===== src/verilog/gfx_pkg.sv =====
package gfx_pkg;

    // ----------------------------------------------------------
    // screen and pixel formats
    // ----------------------------------------------------------

    localparam int screen_width  = 640;
    localparam int screen_height = 480;

    localparam int w_coord = 10;                  // x, y and geometry, wraps at 1024

    localparam int w_red   = 4;
    localparam int w_green = 4;
    localparam int w_blue  = 4;
    localparam int w_rgb   = w_red + w_green + w_blue;

    typedef logic [w_coord - 1:0] coord_t;
    typedef logic [w_rgb   - 1:0] rgb_t;          // red in msbs, blue in lsbs

    // ----------------------------------------------------------
    // shape kinds and axis select
    // ----------------------------------------------------------

    typedef enum logic [2:0]
    {
        square,                                   // both ramps nonzero
        rhomb,                                    // ramp x against ry - ramp y
        eye,                                      // sine x against ry - ramp y
        eye_vert,                                 // ramp x against ry - sine y
        circle                                    // sine x against ry - sine y
    } shape_e;

    typedef enum logic
    {
        axis_x,
        axis_y
    } axis_e;

    // dark grey, lsb set in every channel
    localparam rgb_t bg_color =
    {
        {(w_red   - 1) {1'b0}}, 1'b1,
        {(w_green - 1) {1'b0}}, 1'b1,
        {(w_blue  - 1) {1'b0}}, 1'b1
    };

endpackage


===== src/verilog/scene_pkg.sv =====
package scene_pkg;

    import gfx_pkg::*;

    localparam int n_shapes = 16;

    // ----------------------------------------------------------
    // geometry rules, all 10-bit modulo
    // ----------------------------------------------------------
    //
    // ramp t of coordinate z against offset m and radius r:
    //   m      <= z <  m + r   :  t = z - m
    //   m + r  <= z <= m + 2r  :  t = m + 2r - z
    //   otherwise              :  t = 0
    //
    // sine s of ramp t against radius r, shift-add segments:
    //   t < 0.4375 r  :  s = t + t/2 - t/32
    //   t < 0.625  r  :  s = t - t/8 + r/4
    //   t < 0.8125 r  :  s = t/2 + t/32 + r/2 - r/32
    //   otherwise     :  s = t/8 + t/16 + r - r/4 - r/32
    //
    // a shape spans mx .. mx + 2rx and my .. my + 2ry

    // ----------------------------------------------------------
    // palette
    // ----------------------------------------------------------

    localparam rgb_t c_red     = {{w_red {1'b1}}, {w_green {1'b0}}, {w_blue {1'b0}}};
    localparam rgb_t c_green   = {{w_red {1'b0}}, {w_green {1'b1}}, {w_blue {1'b0}}};
    localparam rgb_t c_blue    = {{w_red {1'b0}}, {w_green {1'b0}}, {w_blue {1'b1}}};
    localparam rgb_t c_magenta = {{w_red {1'b1}}, {w_green {1'b0}}, {w_blue {1'b1}}};
    localparam rgb_t c_yellow  = {{w_red {1'b1}}, {w_green {1'b1}}, {w_blue {1'b0}}};
    localparam rgb_t c_cyan    = {{w_red {1'b0}}, {w_green {1'b1}}, {w_blue {1'b1}}};

    // ----------------------------------------------------------
    // scene table, shape 15 first, higher index on top
    // ----------------------------------------------------------

    localparam coord_t shape_mx [n_shapes - 1:0] = '{
         30, 100, 330, 330, 130, 230, 330, 430,
        100, 630, 650, 430, 530, 130,  30, 530 };

    localparam coord_t shape_my [n_shapes - 1:0] = '{
         30,  70,  30, 330, 130, 230, 330, 230,
        330, 230,  30, 130, 130,  30, 230, 330 };

    localparam coord_t shape_rx [n_shapes - 1:0] = '{
         50,  50,  80,  40, 120,  50,  50,  50,
        370,  50,  50,  70,  50,  50,  80,  60 };   // shape 7 is the long bar

    localparam coord_t shape_ry [n_shapes - 1:0] = '{
         50,  50,  80,  40, 120,  50,  50,  50,
         10,  50,  50,  70,  50,  50,  80,  60 };

    localparam shape_e shape_kind [n_shapes - 1:0] = '{
        square, circle, eye,      circle, circle, square, square, square,
        square, eye_vert, rhomb,  circle, rhomb,  rhomb,  circle, circle };

    localparam rgb_t shape_color [n_shapes - 1:0] = '{
        c_red,   c_green, c_blue, c_magenta, c_yellow, c_magenta, c_cyan,    c_red,
        c_green, c_blue,  c_red,  c_green,   c_blue,   c_magenta, c_red,     c_magenta };

endpackage


===== src/verilog/profile_if.sv =====
`timescale 1ns/1ps

// per-shape profile of one axis, one pixel per cycle
interface profile_if
    import gfx_pkg::*, scene_pkg::*;
();

    coord_t [n_shapes - 1:0] ramp;                // triangular ramp per shape
    coord_t [n_shapes - 1:0] sine;                // sine-bent ramp per shape
    logic                    valid;

    // ----------------------------------------------------------
    // producer and consumer views
    // ----------------------------------------------------------

    modport src
    (
        output ramp,
        output sine,
        output valid
    );

    modport dst
    (
        input  ramp,
        input  sine,
        input  valid
    );

endinterface


===== src/verilog/axis_profile.sv =====
`timescale 1ns/1ps

module axis_profile
    import gfx_pkg::*, scene_pkg::*;
#(
    parameter axis_e axis = axis_x
)
(
    input                clk,
    input                rst,
    input  [w_coord - 1:0] coord,
    input                coord_valid,
    profile_if.src       prof
);

    coord_t [n_shapes - 1:0] ramp_next;
    coord_t [n_shapes - 1:0] sine_next;

    // ----------------------------------------------------------
    // triangle over m .. m + 2r, peak r at m + r
    // ----------------------------------------------------------

    function automatic coord_t ramp_of(input coord_t z, input coord_t m, input coord_t r);
        coord_t mid;
        coord_t top;
        coord_t t;
        mid = m + r;
        top = m + (r << 1);                       // wraps like the coordinates
        if ((z >= m) && (z < mid))
            t = z - m;
        else if ((z >= mid) && (z <= top))
            t = top - z;
        else
            t = '0;
        return t;
    endfunction

    // ----------------------------------------------------------
    // bend the triangle toward a sine envelope
    // ----------------------------------------------------------

    function automatic coord_t sine_of(input coord_t t, input coord_t r);
        coord_t b0;
        coord_t b1;
        coord_t b2;
        coord_t s;
        b0 = (r >> 1) - (r >> 4);                 // 0.4375 r
        b1 = (r >> 1) + (r >> 3);                 // 0.625 r
        b2 = (r >> 1) + (r >> 2) + (r >> 4);      // 0.8125 r
        if (t < b0)
            s = t + (t >> 1) - (t >> 5);          // steep start
        else if (t < b1)
            s = t - (t >> 3) + (r >> 2);
        else if (t < b2)
            s = (t >> 1) + (t >> 5) + (r >> 1) - (r >> 5);
        else
            s = (t >> 3) + (t >> 4) + r - (r >> 2) - (r >> 5);  // flat top
        return s;
    endfunction

    always_comb
    begin
        for (int i = 0; i < n_shapes; i++)
        begin
            if (axis == axis_x)
                ramp_next[i] = ramp_of(coord, shape_mx[i], shape_rx[i]);
            else
                ramp_next[i] = ramp_of(coord, shape_my[i], shape_ry[i]);

            if (axis == axis_x)
                sine_next[i] = sine_of(ramp_next[i], shape_rx[i]);
            else
                sine_next[i] = sine_of(ramp_next[i], shape_ry[i]);
        end
    end

    always_ff @(posedge clk)
    begin
        if (rst)
            prof.valid <= 1'b0;
        else
            prof.valid <= coord_valid;

        if (coord_valid)                          // hold profile between pixels
        begin
            prof.ramp <= ramp_next;
            prof.sine <= sine_next;
        end
    end

endmodule


===== src/verilog/shape_cover.sv =====
`timescale 1ns/1ps

module shape_cover
    import gfx_pkg::*, scene_pkg::*;
(
    input                      clk,
    input                      rst,
    profile_if.dst             px,
    profile_if.dst             py,
    output logic [w_red   - 1:0] red,
    output logic [w_green - 1:0] green,
    output logic [w_blue  - 1:0] blue,
    output logic               rgb_valid
);

    logic [n_shapes - 1:0] covered;               // one flag per shape
    rgb_t                  rgb_next;
    rgb_t                  rgb_q;

    // ----------------------------------------------------------
    // coverage test of one shape kind
    // ----------------------------------------------------------

    function automatic logic cover_test
    (
        input shape_e kind,
        input coord_t tx,
        input coord_t sx,
        input coord_t ty,
        input coord_t sy,
        input coord_t ry
    );
        logic hit;
        case (kind)
            square:
                hit = (tx != '0) && (ty != '0);
            rhomb:
                hit = (tx >= coord_t'(ry - ty)) && (tx != '0) && (ty != '0);
            eye:
                hit = (sx >= coord_t'(ry - ty)) && (sx != '0) && (sy != '0);
            eye_vert:
                hit = (tx >= coord_t'(ry - sy)) && (sx != '0) && (sy != '0);
            circle:
                hit = (sx >= coord_t'(ry - sy)) && (sx != '0) && (sy != '0);
            default:
                hit = 1'b0;                       // unused encodings
        endcase
        return hit;
    endfunction

    always_comb
    begin
        for (int i = 0; i < n_shapes; i++)
        begin
            covered[i] = cover_test(shape_kind[i],
                                    px.ramp[i], px.sine[i],
                                    py.ramp[i], py.sine[i],
                                    shape_ry[i]);
        end
    end

    // ----------------------------------------------------------
    // priority pick, later index overrides
    // ----------------------------------------------------------

    always_comb
    begin
        rgb_next = bg_color;
        for (int i = 0; i < n_shapes; i++)
        begin
            if (covered[i])
                rgb_next = shape_color[i];        // shape 15 ends on top
        end
    end

    // x and y profiles are sampled together, px.valid stands for both
    always_ff @(posedge clk)
    begin
        if (rst)
        begin
            rgb_valid <= 1'b0;
            rgb_q     <= '0;
        end
        else
        begin
            rgb_valid <= px.valid;
            if (px.valid)
                rgb_q <= rgb_next;
        end
    end

    assign red   = rgb_q[w_rgb - 1           -: w_red  ];
    assign green = rgb_q[w_green + w_blue - 1 -: w_green];
    assign blue  = rgb_q[0                    +: w_blue ];

endmodule


===== src/verilog/shape_render.sv =====
`timescale 1ns/1ps

module shape_render
    import gfx_pkg::*;
(
    input                      clk,
    input                      rst,

    // pixel coordinate stream
    input        [w_coord - 1:0] x,
    input        [w_coord - 1:0] y,
    input                      pix_valid,

    // colour stream, two cycles later
    output logic [w_red   - 1:0] red,
    output logic [w_green - 1:0] green,
    output logic [w_blue  - 1:0] blue,
    output logic               rgb_valid
);

    profile_if prof_x ();
    profile_if prof_y ();

    // ----------------------------------------------------------
    // stage 1, per-axis profiles
    // ----------------------------------------------------------

    axis_profile #(.axis(axis_x)) prof_x_inst
    (
        .clk         (clk),
        .rst         (rst),
        .coord       (x),
        .coord_valid (pix_valid),
        .prof        (prof_x)
    );

    axis_profile #(.axis(axis_y)) prof_y_inst
    (
        .clk         (clk),
        .rst         (rst),
        .coord       (y),
        .coord_valid (pix_valid),
        .prof        (prof_y)
    );

    // ----------------------------------------------------------
    // stage 2, coverage and colour
    // ----------------------------------------------------------

    shape_cover cover_inst
    (
        .clk       (clk),
        .rst       (rst),
        .px        (prof_x),
        .py        (prof_y),
        .red       (red),
        .green     (green),
        .blue      (blue),
        .rgb_valid (rgb_valid)
    );

endmodule


===== config.mk =====
export PLATFORM = sky130hd
export DESIGN_NAME = shape_render
export DESIGN_NICKNAME = d
export VERILOG_FILES = /design/src/verilog/gfx_pkg.sv /design/src/verilog/scene_pkg.sv /design/src/verilog/profile_if.sv /design/src/verilog/axis_profile.sv /design/src/verilog/shape_cover.sv /design/src/verilog/shape_render.sv
export SDC_FILE = /design/constraint.sdc
export NUM_CORES = 1
export LEC_CHECK = 0
export BUFFER_PORTS_ARGS = -buffer_cell sky130_fd_sc_hd__buf_2
export CORE_AREA = 5 5 461 463
export DETAILED_ROUTE_END_ITERATION = 6
export DIE_AREA = 0 0 466 468
export SYNTH_ARGS = -nofsm -noshare
export SYNTH_HDL_FRONTEND = slang
export SYNTH_HIERARCHICAL = 1
export SYNTH_SLANG_ARGS = --single-unit

===== constraint.sdc =====
create_clock -name clk -period 6.9 [get_ports clk]
set_input_delay 1.035 -clock clk [delete_from_list [all_inputs] [get_ports clk]]
set_output_delay 1.035 -clock clk [all_outputs]
set_load 0.02 [all_outputs]

==> flow_summary.toml <==
[timing]
post-route-period-util_pct = 91.3
rsz0062_at_grt = "no"
fmax_mhz = 159
hold_viol = 0
relSlewSlack_pct = 8.80
finalMaxSlewViolations = 0
setup_tns_ns = 0
worstMarginPinSlew_ns = 1.35
worst_hold_slack_ns = 0.547
fin_crit_ns = 6.30
finalSetupViolCount = 0
finClkSkew_ns = 0.0351

[placement]
place_inst = 9172
dpl_cell_area_sq_um = 58300
dpl.hpwl_mm = 143
io_buffers = 35
place_congestion = 0.980

[worst_setup_path]
cp.required_ns = 7.32
critPathKind = "in -> reg"
crit_fanout = 15
endpoint_kind = "flip-flop"
cp.arrival_ns = 6.73
cp-start-kind = "primary input"
r2r_setup_slack_ns = 3.29

[cts]
clock-sinks = 318
clk_pin_slew_ns = 0.06
cts_tree = "yes"
hold_buffers = 0
cts_setup_buffers = 0
clock_path_buffers = 3
cts_resized = 0
ctsRootBufferMaster = "clkbuf_16"
cts_inserted_buffers = 43
cts_max_level = 2
worstSkewPairLatency_ns = 0.63

[floorplanning]
boundaryPins = 36
start_util_pct = 26.1
die_w_um = 466
num_rows = 168
fp.dieArea_sq_um = 218000
die_height_um = 468
core_sq_um = 208000

[synthesis]
synth_nets = 7537
yosysWarnings = 6
syn-mean-instance-area_sq_um = 8.51
syn_area_sq_um = 54400
syn_inst = 6395

[worst_hold_path]
hp-class = "reg -> reg"

[layout]
drive_gt1_share_pct = 7.96
area_growth_pct = 9.75
layout_commonest_cell = "ha_1"
instances_no_fill = 9253
fin_util_pct = 28.7
final_area_sq_um = 59700
finalNetCount = 7554
final_cell_mix = "991 x ha_1, 772 x inv_1, 518 x a21oi_1, 374 x nand2_1, 345 x nor2_1"

[routing]
wl_mm = 179
ant_nets = 0
vias_per_cell = 5.20
drt-pass1-iter-count = 6
drc = 0
routedWlPerCell_um = 19.4
dr.first_iter.drc_count = 3767
num_vias = 48100

[global_route]
grt_start_max_net_pins = 167
grt_pass1_vias = 47600
grt_pass1_wl_mm = 277
gr-usage-all-layers_pct = 15.8
grt_overflow = 0
antenna_found_initial = 14

[run]
maxCapViolCount = 0

[pwr]
p_leak_nw = 26.9
vdd_drop_max_uv = 167
power.density_nw_per_um2 = 206

[status]
status = "completed"
-- final timing paths --
path,to,cells past startpoint,start
worst max-delay path,prof_y_inst/prof.sine[129]$_DFFE_PP_,18,y[1]
worst min-delay path,cover_inst/rgb_q[0]$_SDFFE_PP0P_,3,cover_inst/rgb_q[0]$_SDFFE_PP0P_
worst max register to register,cover_inst/rgb_q[7]$_SDFFE_PP0P_,15,prof_y_inst/prof.ramp[130]$_DFFE_PP_
worst min register to register,cover_inst/rgb_q[0]$_SDFFE_PP0P_,3,cover_inst/rgb_q[0]$_SDFFE_PP0P_
-- power breakdown --
group	internal, W	switching [W]
Sequential	0.00264	0.000355
Combinational	0.00286	0.00407
Clock	0.00138	0.000968
Total	0.00688	0.00540
-- sequential cells by signal, summed over array words and instances, names as in the netlist --
register and flops:
prof_x_inst/prof.sine 80, prof_x_inst/prof.valid 1, prof_x_inst/prof.ramp 90, cover_inst/rgb_q 6
prof_y_inst/prof.sine 80, prof_y_inst/prof.ramp 60, cover_inst/rgb_valid 1
-- final cells by class --
cell class	instances	area (sq um)
antenna	2	5.00
sequential	318	9470
clock inverter	30	304
fill	22100	149000
clock buffer	49	1140
tap	2805	3510
inverter	789	2960
timing repair buffer	259	1920
multi-input combinational	5001	40400
-- worst max-delay path, cell delays in order --
cell and delay (ns):
buf_2 0.35, ha_1 0.39, or3_1 0.41, o21ai_0 0.17, a21oi_1 0.33, o211ai_1 0.24, o21ai_0 1.11, fa_1 0.59
inv_1 0.11, ha_1 0.24, a21o_1 0.16, a21oi_1 0.17, nor2b_1 0.08, o21a_1 0.19, o41ai_1 0.49, o21ai_0 0.22
xor2_1 0.17, a211oi_1 0.25
-- routing by layer --
metal	GRT usage (%)	part of all wire (%)	wire length, um	up-vias
met2	25.8	45	79700	1569
met4	5.49	3.9	7000	10
li1	-	-	-	23000
met3	2.58	6.5	11600	384
met5	0	0.038	68	-
met1	21.2	45	80800	23100
-- stage by stage --
stage / worst slack [ns] / power, W
3_5_place_dp: 0.199 / 0.00987
4_1_cts: 0.815 / 0.0123
5_1_grt: 0.223 / 0.0133
6_report: 0.599 / 0.0123
2_1_floorplan: 0.809 / 0.00796
3_3_place_gp: 0.275 / 0.00972
No activity file was read; power rests on OpenSTA's default activity.
